$ cat config.mk
export PLATFORM = sky130hd
export DESIGN_NAME = bomberman_core
export DESIGN_NICKNAME = d
export VERILOG_FILES = /design/src/logic/bomberman_pkg.sv /design/src/logic/tile_check_if.sv /design/src/logic/bomberman_core.sv /design/src/logic/player_motion.sv /design/src/logic/player_stats.sv /design/src/logic/tile_decode.sv
export SDC_FILE = /design/constraint.sdc
export NUM_CORES = 1
export LEC_CHECK = 0
export ABC_AREA = 1
export BUFFER_PORTS_ARGS = -buffer_cell sky130_fd_sc_hd__buf_2
export CORE_MARGIN = 2
export CORE_UTILIZATION = 35
export DETAILED_ROUTE_END_ITERATION = 7
export REMOVE_ABC_BUFFERS = 1
export SLEW_MARGIN = 10
export SYNTH_ARGS = -nofsm -noshare
export SYNTH_HDL_FRONTEND = slang
export SYNTH_SLANG_ARGS = --single-unit
export TNS_END_PERCENT = 20
$ cat constraint.sdc
create_clock -name clock -period 10.7 [get_ports clock]
set_input_delay 2.14 -clock clock [delete_from_list [all_inputs] [get_ports clock]]
set_output_delay 2.14 -clock clock [all_outputs]
set_load 0.02 [all_outputs]
$ cat src/logic/bomberman_pkg.sv
// shared types, tile encodings and game limits; referenced by scoped name from every design file.
package bomberman_pkg;

	typedef logic [8:0] coord_t;	// screen pixel coordinate.
	typedef logic [3:0] speed_t;	// pixels per refresh.
	typedef logic [1:0] lives_t;
	typedef logic [1:0] stat_t;		// one power stat.

	// stage tile ids as stored in the stage memory.
	typedef enum logic [3:0] {
		tile_empty       = 4'd0,
		tile_wall        = 4'd1,
		tile_brick       = 4'd2,
		tile_pow_bomb    = 4'd3,
		tile_pow_radius  = 4'd4,
		tile_pow_potency = 4'd5,
		tile_pow_throw   = 4'd6,
		tile_pow_life    = 4'd7,
		tile_pow_speed   = 4'd8,
		tile_p1          = 4'd12,
		tile_p2          = 4'd13,
		tile_p1_inv      = 4'd14,
		tile_p2_inv      = 4'd15
	} tile_id_t;

	// pickup kind handed from the decoder to the stats block.
	typedef enum logic [2:0] {
		pick_none,
		pick_bomb,
		pick_radius,
		pick_potency,
		pick_life,
		pick_speed
	} pickup_t;

	// arena bounds for the sprite's top left corner.
	localparam coord_t X_MIN = 9'd72;
	localparam coord_t X_MAX = 9'd232;
	localparam coord_t Y_MIN = 9'd32;
	localparam coord_t Y_MAX = 9'd192;

	localparam coord_t P1_START_X = 9'd72;
	localparam coord_t P2_START_X = 9'd232;
	localparam coord_t START_Y    = 9'd112;

	// offset from top left to the far corners of a 16 pixel sprite.
	localparam coord_t SPRITE_SPAN = 9'd15;

	localparam lives_t START_LIVES = 2'd3;
	localparam lives_t LIFE_LIMIT  = 2'd3;

	localparam speed_t START_SPEED = 4'd4;
	localparam speed_t SPEED_LIMIT = 4'd8;

	localparam stat_t STAT_LIMIT = 2'd2;	// bombs, radius and potency.

endpackage
$ cat src/logic/tile_check_if.sv
// one player's decoded tile check, driven by the tile decoder and read by stats and motion.
`timescale 1ns/1ns

interface tile_check_if;

	logic check;						// this player is being checked now.
	logic [1:0] corner;					// bit 0 right, bit 1 down.
	logic passable;
	bomberman_pkg::pickup_t pickup;
	logic hit;							// explosion on the probed tile.

	modport decode (
		output check, corner, passable, pickup, hit
	);

	modport player (
		input check, corner, passable, pickup, hit
	);

endinterface

$ cat src/logic/bomberman_core.sv
// top level of the gameplay datapath: one tile decoder feeding a stats and motion pair per player.
`timescale 1ns/1ns

module bomberman_core #(
	parameter int INV_CYCLES = 20
) (
	input logic clock,
	input logic reset,
	input logic game_reset,
	input logic check_p1,
	input logic check_p2,
	input logic [1:0] corner_id,
	input bomberman_pkg::tile_id_t map_tile_id,
	input logic has_explosion,
	input logic refresh,
	input logic p1_xdir,
	input logic p1_xmov,
	input logic p1_ydir,
	input logic p1_ymov,
	input logic p2_xdir,
	input logic p2_xmov,
	input logic p2_ydir,
	input logic p2_ymov,
	output bomberman_pkg::coord_t probe_x,
	output bomberman_pkg::coord_t probe_y,
	output logic destroy_tile,
	output bomberman_pkg::lives_t p1_lives,
	output bomberman_pkg::lives_t p2_lives,
	output logic [5:0] p1_stats,
	output logic [5:0] p2_stats,
	output bomberman_pkg::speed_t p1_speed,
	output bomberman_pkg::speed_t p2_speed,
	output bomberman_pkg::coord_t p1_x,
	output bomberman_pkg::coord_t p1_y,
	output bomberman_pkg::coord_t p2_x,
	output bomberman_pkg::coord_t p2_y,
	output logic p1_invincible,
	output logic p2_invincible
);

	tile_check_if p1_chk ();
	tile_check_if p2_chk ();

	tile_decode decode_inst (
		.clock(clock),
		.reset(reset),
		.game_reset(game_reset),
		.check_p1(check_p1),
		.check_p2(check_p2),
		.corner_id(corner_id),
		.map_tile_id(map_tile_id),
		.has_explosion(has_explosion),
		.p1_x(p1_x),
		.p1_y(p1_y),
		.p2_x(p2_x),
		.p2_y(p2_y),
		.probe_x(probe_x),
		.probe_y(probe_y),
		.destroy_tile(destroy_tile),
		.p1_chk(p1_chk.decode),
		.p2_chk(p2_chk.decode)
	);

	player_stats #(.INV_CYCLES(INV_CYCLES)) p1_stats_inst (
		.clock(clock),
		.reset(reset),
		.game_reset(game_reset),
		.chk(p1_chk.player),
		.lives(p1_lives),
		.stats(p1_stats),
		.speed(p1_speed),
		.invincible(p1_invincible)
	);

	player_stats #(.INV_CYCLES(INV_CYCLES)) p2_stats_inst (
		.clock(clock),
		.reset(reset),
		.game_reset(game_reset),
		.chk(p2_chk.player),
		.lives(p2_lives),
		.stats(p2_stats),
		.speed(p2_speed),
		.invincible(p2_invincible)
	);

	player_motion #(.START_X(bomberman_pkg::P1_START_X)) p1_motion_inst (
		.clock(clock),
		.reset(reset),
		.game_reset(game_reset),
		.refresh(refresh),
		.chk(p1_chk.player),
		.speed(p1_speed),
		.xdir(p1_xdir),
		.xmov(p1_xmov),
		.ydir(p1_ydir),
		.ymov(p1_ymov),
		.x(p1_x),
		.y(p1_y)
	);

	player_motion #(.START_X(bomberman_pkg::P2_START_X)) p2_motion_inst (
		.clock(clock),
		.reset(reset),
		.game_reset(game_reset),
		.refresh(refresh),
		.chk(p2_chk.player),
		.speed(p2_speed),
		.xdir(p2_xdir),
		.xmov(p2_xmov),
		.ydir(p2_ydir),
		.ymov(p2_ymov),
		.x(p2_x),
		.y(p2_y)
	);

endmodule

$ cat src/logic/player_motion.sv
// per-player corner passability and the x/y coordinate counters stepped on each refresh pulse.
`timescale 1ns/1ns

module player_motion #(
	parameter bomberman_pkg::coord_t START_X = bomberman_pkg::P1_START_X
) (
	input logic clock,
	input logic reset,
	input logic game_reset,
	input logic refresh,
	tile_check_if.player chk,
	input bomberman_pkg::speed_t speed,
	input logic xdir,
	input logic xmov,
	input logic ydir,
	input logic ymov,
	output bomberman_pkg::coord_t x,
	output bomberman_pkg::coord_t y
);

	logic [3:0] passable;	// one bit per sprite corner.
	logic x_en;
	logic y_en;

	// steps toward hi when dir is set, holds if the step would leave the arena.
	function automatic bomberman_pkg::coord_t step_coord(
		input bomberman_pkg::coord_t cur,
		input logic dir,
		input bomberman_pkg::speed_t step,
		input bomberman_pkg::coord_t lo,
		input bomberman_pkg::coord_t hi
	);
		bomberman_pkg::coord_t delta;
		bomberman_pkg::coord_t result;
		delta = {5'd0, step};
		result = cur;
		if (dir)
		begin
			if (cur <= hi - delta)
				result = cur + delta;
		end
		else if (cur >= lo + delta)
		begin
			result = cur - delta;
		end
		return result;
	endfunction

	// right needs corners 1 and 3, left 0 and 2.
	assign x_en = xmov & (xdir ? (passable[1] & passable[3]) : (passable[0] & passable[2]));
	// down needs corners 2 and 3, up 0 and 1.
	assign y_en = ymov & (ydir ? (passable[2] & passable[3]) : (passable[0] & passable[1]));

	always_ff @(posedge clock or posedge reset)
	begin
		if (reset)
			passable <= '0;
		else if (game_reset)
			passable <= '0;
		else if (chk.check)
			passable[chk.corner] <= chk.passable;
	end

	always_ff @(posedge clock or posedge reset)
	begin
		if (reset)
		begin
			x <= START_X;
			y <= bomberman_pkg::START_Y;
		end
		else if (game_reset)
		begin
			x <= START_X;
			y <= bomberman_pkg::START_Y;
		end
		else if (refresh)
		begin
			if (x_en)
				x <= step_coord(x, xdir, speed, bomberman_pkg::X_MIN, bomberman_pkg::X_MAX);
			if (y_en)
				y <= step_coord(y, ydir, speed, bomberman_pkg::Y_MIN, bomberman_pkg::Y_MAX);
		end
	end

endmodule

$ cat src/logic/player_stats.sv
// per-player lives, speed and power stats, with damage and the invincibility window.
`timescale 1ns/1ns

module player_stats #(
	parameter int INV_CYCLES = 20
) (
	input logic clock,
	input logic reset,
	input logic game_reset,
	tile_check_if.player chk,
	output bomberman_pkg::lives_t lives,
	output logic [5:0] stats,
	output bomberman_pkg::speed_t speed,
	output logic invincible
);

	localparam int INV_W = $clog2(INV_CYCLES + 1);

	logic [INV_W-1:0] inv_count;
	bomberman_pkg::stat_t bombs;
	bomberman_pkg::stat_t radius;
	bomberman_pkg::stat_t potency;
	logic damage;
	logic life_pick;

	assign damage = chk.check & chk.hit & ~invincible;
	assign life_pick = chk.check & (chk.pickup == bomberman_pkg::pick_life);
	assign invincible = (inv_count != '0);
	assign stats = {bombs, radius, potency};	// bombs, radius, potency.

	// counts down from INV_CYCLES, so the flag is high that many clocks.
	always_ff @(posedge clock or posedge reset)
	begin
		if (reset)
			inv_count <= '0;
		else if (game_reset)
			inv_count <= '0;
		else if (damage)
			inv_count <= INV_W'(INV_CYCLES);
		else if (invincible)
			inv_count <= inv_count - 1'b1;
	end

	// a hit outranks an extra life picked up in the same check.
	always_ff @(posedge clock or posedge reset)
	begin
		if (reset)
			lives <= bomberman_pkg::START_LIVES;
		else if (game_reset)
			lives <= bomberman_pkg::START_LIVES;
		else if (damage)
		begin
			if (lives != '0)
				lives <= lives - 1'b1;	// saturates at zero.
		end
		else if (life_pick && lives < bomberman_pkg::LIFE_LIMIT)
			lives <= lives + 1'b1;
	end

	always_ff @(posedge clock or posedge reset)
	begin
		if (reset)
		begin
			bombs <= '0;
			radius <= '0;
			potency <= '0;
			speed <= bomberman_pkg::START_SPEED;
		end
		else if (game_reset)
		begin
			bombs <= '0;
			radius <= '0;
			potency <= '0;
			speed <= bomberman_pkg::START_SPEED;
		end
		else if (chk.check)
		begin
			case (chk.pickup)
				bomberman_pkg::pick_bomb:
					if (bombs < bomberman_pkg::STAT_LIMIT)
						bombs <= bombs + 1'b1;
				bomberman_pkg::pick_radius:
					if (radius < bomberman_pkg::STAT_LIMIT)
						radius <= radius + 1'b1;
				bomberman_pkg::pick_potency:
					if (potency < bomberman_pkg::STAT_LIMIT)
						potency <= potency + 1'b1;
				bomberman_pkg::pick_speed:
					if (speed < bomberman_pkg::SPEED_LIMIT)
						speed <= speed + 1'b1;
				default:
					;	// lives handled above.
			endcase
		end
	end

endmodule

$ cat src/logic/tile_decode.sv
// forms the probe coordinate for a corner check and classifies the tile the stage memory returns.
`timescale 1ns/1ns

module tile_decode (
	input logic clock,
	input logic reset,
	input logic game_reset,
	input logic check_p1,
	input logic check_p2,
	input logic [1:0] corner_id,
	input bomberman_pkg::tile_id_t map_tile_id,
	input logic has_explosion,
	input bomberman_pkg::coord_t p1_x,
	input bomberman_pkg::coord_t p1_y,
	input bomberman_pkg::coord_t p2_x,
	input bomberman_pkg::coord_t p2_y,
	output bomberman_pkg::coord_t probe_x,
	output bomberman_pkg::coord_t probe_y,
	output logic destroy_tile,
	tile_check_if.decode p1_chk,
	tile_check_if.decode p2_chk
);

	bomberman_pkg::coord_t base_x;
	bomberman_pkg::coord_t base_y;
	bomberman_pkg::pickup_t pickup;
	logic passable;
	logic removable;
	logic any_check;

	assign any_check = check_p1 | check_p2;
	assign base_x = check_p1 ? p1_x : p2_x;	// p1 wins when both check.
	assign base_y = check_p1 ? p1_y : p2_y;
	assign probe_x = base_x + (corner_id[0] ? bomberman_pkg::SPRITE_SPAN : 9'd0);
	assign probe_y = base_y + (corner_id[1] ? bomberman_pkg::SPRITE_SPAN : 9'd0);

	always_comb
	begin
		passable = 1'b1;
		removable = 1'b0;
		pickup = bomberman_pkg::pick_none;
		case (map_tile_id)
			bomberman_pkg::tile_empty, bomberman_pkg::tile_p1, bomberman_pkg::tile_p2,
			bomberman_pkg::tile_p1_inv, bomberman_pkg::tile_p2_inv:
				passable = 1'b1;
			bomberman_pkg::tile_pow_bomb:
			begin
				removable = 1'b1;
				pickup = bomberman_pkg::pick_bomb;
			end
			bomberman_pkg::tile_pow_radius:
			begin
				removable = 1'b1;
				pickup = bomberman_pkg::pick_radius;
			end
			bomberman_pkg::tile_pow_potency:
			begin
				removable = 1'b1;
				pickup = bomberman_pkg::pick_potency;
			end
			bomberman_pkg::tile_pow_throw:
				removable = 1'b1;	// taken off the stage, no stat change.
			bomberman_pkg::tile_pow_life:
			begin
				removable = 1'b1;
				pickup = bomberman_pkg::pick_life;
			end
			bomberman_pkg::tile_pow_speed:
			begin
				removable = 1'b1;
				pickup = bomberman_pkg::pick_speed;
			end
			default:
				passable = 1'b0;	// walls, bricks, unused ids.
		endcase
	end

	assign p1_chk.check = check_p1;
	assign p2_chk.check = check_p2 & ~check_p1;	// probe belongs to p1 then.
	assign p1_chk.corner = corner_id;
	assign p2_chk.corner = corner_id;
	assign p1_chk.passable = passable;
	assign p2_chk.passable = passable;
	assign p1_chk.pickup = pickup;
	assign p2_chk.pickup = pickup;
	assign p1_chk.hit = has_explosion;
	assign p2_chk.hit = has_explosion;

	always_ff @(posedge clock or posedge reset)
	begin
		if (reset)
			destroy_tile <= 1'b0;
		else if (game_reset)
			destroy_tile <= 1'b0;
		else
			destroy_tile <= any_check & removable;	// one pulse after a pickup check.
	end

endmodule

# --- Word level (Yosys, flattened, before mapping) ---
# Cells that the tools add are included.
classes:
  add_sub_neg: 32
  n_lt_le_gt_ge: 20
  bitwise_logic: 24
  eq_ne: 21
  n_reduce_logical: 51
  n_mux: 90
op_table:
  columns: ["op", "n"]
  rows:
  - ["9-bit 2-to-1 mux", 26]
  - ["2-bit 2-to-1 mux", 32]
  - ["4-bit 2-to-1 mux", 14]
  - ["2-bit nonzero test", 21]
  - ["9-bit by 4-bit adder with 9-bit output", 4]
  - ["9-bit greater-or-equal comparator", 4]
  - ["9-bit less-or-equal comparator", 4]
  - ["8-bit by 4-bit subtractor with 9-bit output, first input constant", 4]
  - ["9-bit by 4-bit subtractor with 9-bit output", 4]
  - ["5-bit 2-to-1 mux", 6]
  - ["3-bit AND reduction", 8]
  - ["3-bit nonzero test", 8]
  - ["1-bit AND", 20]
  - ["4-bit equality test, second input constant", 5]
  - ["9-bit adder", 2]
  - ["2-bit by 1-bit adder with 2-bit output, second input constant", 8]
  - ["7-bit by 4-bit adder with 8-bit output, first input constant", 2]
  - ["4-bit by 3-bit equality test with 1-bit output, second input constant", 4]
  - ["2-bit < comparator, second input constant", 8]
  - ["4-bit AND reduction", 4]
  - ["3-bit one-hot mux with 5 select lines", 1]
  - ["6-bit by 4-bit adder with 7-bit output, first input constant", 2]
  - ["3-bit by 2-bit != test with 1-bit output, second input constant", 4]
  - ["11-bit OR reduction", 1]
  - ["other kinds (21)", 42]
totals:
  input_bits: 21
  output_inout_bits: 81
  register_bits: 79

# --- Depth between registers and ports, before layout ---
logic_depth:
  word_depth: 8
  depth_mapped: 19
  mapped_depth_nobuf: 18

# --- By module ---
# Synthesis repeated with hierarchy kept, for this count alone.
unflattened:
  hier_cells: 1234
  area_unflattened_um2: 8235.4
modules_own_cells:
  columns: ["module", "n_inst", "seq_area_each_um2", "cells_per_inst", "area_per_inst_um2"]
  rows:
  - ["player_motion (p2_motion_inst)", 1, 559.3, 414, 2680.1]
  - ["player_motion (p1_motion_inst)", 1, 556.8, 415, 2677.6]
  - ["player_stats", 2, 429.2, 107, 932.1]
  - ["tile_decode", 1, 25.0, 191, 1013.5]

# --- Worst setup path after synthesis ---
# No wires, ideal clock.
synth_path:
  kind: "input -> output"
  from: "input port check_p1"
  to: "output port probe_y[8]"
  stages: 14
  arrival_ns: 4.534
  setup_slack_ns: 4.026
  path_cell_list: "buf_4 > buf_2 > buf_2 > clkbuf_1 > nand2_1 > o21ai_0 > ha_1 > inv_1 > fa_1 > o21ai_0 > nand3_1 > nor2_1 > nand2_1 > xor2_1"
synth_between:
  elab_chain_len: 2
synth_rtl:
  columns: ["item", "line", "text"]
  rows:
  - ["from (decl)", "bomberman_core.sv:10", "input logic check_p1,"]
  - ["9-bit 2-to-1 mux", "tile_decode.sv:33", "assign base_y = check_p1 ? p1_y : p2_y;"]
  - ["9-bit adder", "tile_decode.sv:35", "assign probe_y = base_y + (corner_id[1] ? bomberman_pkg::SPRITE_SPAN : 9'd0);"]
  - ["to (decl)", "bomberman_core.sv:25", "output bomberman_pkg::coord_t probe_y,"]
# Every way passes these cells.

# --- Worst setup path after layout ---
layout_path:
  from: "input port check_p1"
  to: "output port probe_x[8]"
layout_between:
  elab_chain_len: 2
layout_rtl:
  columns: ["item", "line", "text"]
  rows:
  - ["9-bit 2-to-1 mux", "tile_decode.sv:32", "assign base_x = check_p1 ? p1_x : p2_x;"]
  - ["9-bit adder", "tile_decode.sv:34", "assign probe_x = base_x + (corner_id[0] ? bomberman_pkg::SPRITE_SPAN : 9'd0);"]
  - ["to (decl)", "bomberman_core.sv:24", "output bomberman_pkg::coord_t probe_x,"]
# Every way passes these cells.

==> impl_metrics.py <==
metrics = {
    "sta": {
        "fmax_ghz": 0.149,
        "hold_violations": 0,
        "rsz0062_at_grt": "false",
        "worst_slew_pin_slew_ps": 722,
        "finClkSkew_ps": 7.81,
        "slew_violations": 0,
        "post-route-period-util": 0.627,
        "min_period_ps": 6710,
        "slew-limit-headroom": 0.519,
        "setup_viol": 0,
        "fin_tns_setup_ps": 0,
    },
    "clock_tree": {
        "clockRootBuffer": "clkbuf_16",
        "cts_tree": "built",
        "cts_max_path_buffers": 2,
        "insertion_delay_ps": 350,
        "cts.htree.levels": 3,
        "cts.repair.resized": 0,
        "cts_setup_buffers": 0,
        "cts-buffers-inserted": 9,
        "path_clk_slew_ps": 60,
        "clock_sinks": 79,
        "hold_buffers": 0,
    },
    "synthesis": {
        "synth.distinct_cells": 48,
        "synthMuxAreaShare": 0,
        "yosysSeqAreaShare": 0.263,
        "synth_simple_gate_area_frac": 0.330,
        "synthAdderAreaFrac": 0.154,
        "synth-seq-cells": 79,
        "async_flop_share": 1.00,
        "synth_ff_type": "dfrtp_1",
        "syn_inst": 1102,
        "synth_warnings": 0,
        "synth_compound_area_frac": 0.127,
        "synth_top_family_by_area": "simple AND/OR/NAND/NOR gates",
        "synthXorXnorAreaFrac": 0.0403,
        "syn_area_per_cell_um2": 6.90,
        "synth_edf_count": 0,
        "syn-cell-area_um2": 7600,
    },
    "die": {
        "initial_utilization": 0.359,
        "die_w_um": 151,
        "core-area_um2": 21200,
        "dieHeight_um": 151,
        "die-area_um2": 22900,
        "rows": 53,
        "pin_count": 102,
    },
    "placed_design": {
        "dpl.hpwl_mm": 16.8,
        "portBuffers": 101,
        "gp_congestion": 0.884,
    },
    "pwr": {
        "p_leak_nw": 4.68,
        "fin_total_pwr_mw": 2.04,
        "p_per_area_nw_per_um2": 233,
        "ir_drop_uv": 87.5,
    },
    "finish": {
        "fin_nets": 1308,
        "most-common-layout-cells": "nand2_1 (300), inv_1 (138), buf_2 (101)",
        "layout_commonest_cell": "nand2_1",
        "areaGrowthSynthToFinish_pct": 15.1,
        "drive_above_1_share": 0.145,
        "antennaDiodeCount": 0,
    },
    "setup_path": {
        "rr_endpoint": "p2_motion_inst.y[8]",
        "crit_end": "probe_x[8]",
        "end_kind": "output port",
        "cp.required_ps": 8560,
        "critical_path_class": "in2out",
        "cp_max_fo": 36,
        "crit_arrival_ps": 4570,
        "reg2reg_depth": 12,
        "rrSetupSlack_ps": 7690,
        "reg2reg_from": "p2_stats_inst.speed[0]",
        "crit_start": "check_p1",
        "start_kind": "input pin",
    },
    "route": {
        "first_iter_violations": 478,
        "viasPerCell": 5.13,
        "drc": 0,
        "wl_mm": 22.4,
        "vias": 7577,
        "wire_per_inst_um": 15.2,
        "ant_nets": 0,
        "dr.pass1.iters": 5,
    },
    "global_route": {
        "grt_max_degree": 59,
        "antenna_found_initial": 0,
        "grt_overflow_total": 0,
        "grt.total_usage": 0.201,
        "grt_pass1_vias": 7354,
        "grt_pass1_wl_mm": 36.5,
    },
    "run_status": {
        "outcome": "completed",
    },
    "flow_run": {
        "maxCapViolations": 0,
    },
    "min_path": {
        "hp-class": "reg2reg",
        "holdPathStages": 1,
    },
}
synth_stat cells, drive strengths merged, types with 5 or more instances:
master | n | area, um^2
nor3 | 18 | 100
dfrtp | 61 | 1530
ha | 84 | 1050
nor2 | 93 | 374
nand3 | 94 | 493
inv | 147 | 554
o21ai | 72 | 368
buf | 12 | 63.8
o21a | 6 | 45.0
xor2 | 28 | 245
nand2 | 315 | 1260
o311ai | 6 | 52.6
a31oi | 8 | 56.3
dfstp | 18 | 473
nand4 | 24 | 150
nand3b | 8 | 60.1
a21oi | 60 | 300
nor3b | 5 | 37.5
fa | 6 | 120
clkbuf | 8 | 30.0
xnor2 | 7 | 61.3
power breakdown:
group          internal [mW]  switching [mW]
sequential             0.397           0.157
clock                  0.258           0.128
combinational          0.398           0.697
total                   1.05           0.982
state kept, by name, summed over array words and instances, names as in the netlist, 5 cells and up:
signal / flops
p1_stats_inst.inv_count: 5
p2_stats_inst.inv_count: 5
p2_motion_inst.x: 9
p1_motion_inst.y: 9
p1_motion_inst.x: 9
p2_motion_inst.y: 9
cell type report:
type                       instances  area, um^2
fill                            2212       12400
multi-input combinational        856        4950
sequential                        79        2000
inverter                         147         556
timing repair buffer             104         528
tap                              275         344
clock buffer                      11         243
clock inverter                     5         129
metrics by stage:
stage,hold WS (ps),worst slack (ps),utilization,instance area (um^2),cells
3_3_place_gp,482,4090,0.396,8380,1461
3_5_place_dp,492,4010,0.396,8380,1461
4_1_cts,505,4010,0.414,8750,1477
2_1_floorplan,453,4760,-,7500,1082
6_report,503,3990,0.414,8750,1477
5_1_grt,514,3810,0.414,8750,1477
layer usage:
metal	part of all wire	up-vias	global-route usage
met5	0	-	0
met4	0.019	0	0.0626
met3	0.032	28	0.0268
met2	0.47	124	0.338
met1	0.47	3586	0.268
li1	-	3839	-
worst max-delay path, cell delays in order:
cell,delay [ps]
buf_2,460
nand2_1,110
o21ai_0,100
ha_1,190
inv_1,60
fa_1,420
o21ai_0,400
nand3_1,180
nor2_1,120
nand2_1,70
xor2_1,150
buf_2,170
logic make-up after synthesis:
kind of cell             count (synthesis)
adder cells (fa/ha/maj)                 90
flip-flops                              79
AND/OR/NAND/NOR                        562
XOR/XNOR                                35
AO/OA/AOI/OAI                          169
buffers and inverters                  167
how the worst min path moves through the flow:
stage,start,to
floorplan,p2_stats_inst.inv_count[3],p2_stats_inst.inv_count[3]
global placement,p2_stats_inst.inv_count[3],p2_stats_inst.inv_count[3]
detailed placement,p1_stats_inst.inv_count[3],p1_stats_inst.inv_count[3]
CTS,p1_stats_inst.inv_count[3],p1_stats_inst.inv_count[3]
global route,p2_stats_inst.bombs[1],p2_stats_inst.bombs[0]
finish,p1_stats_inst.inv_count[3],p1_stats_inst.inv_count[3]
Power figures use the tool's default switching activity.
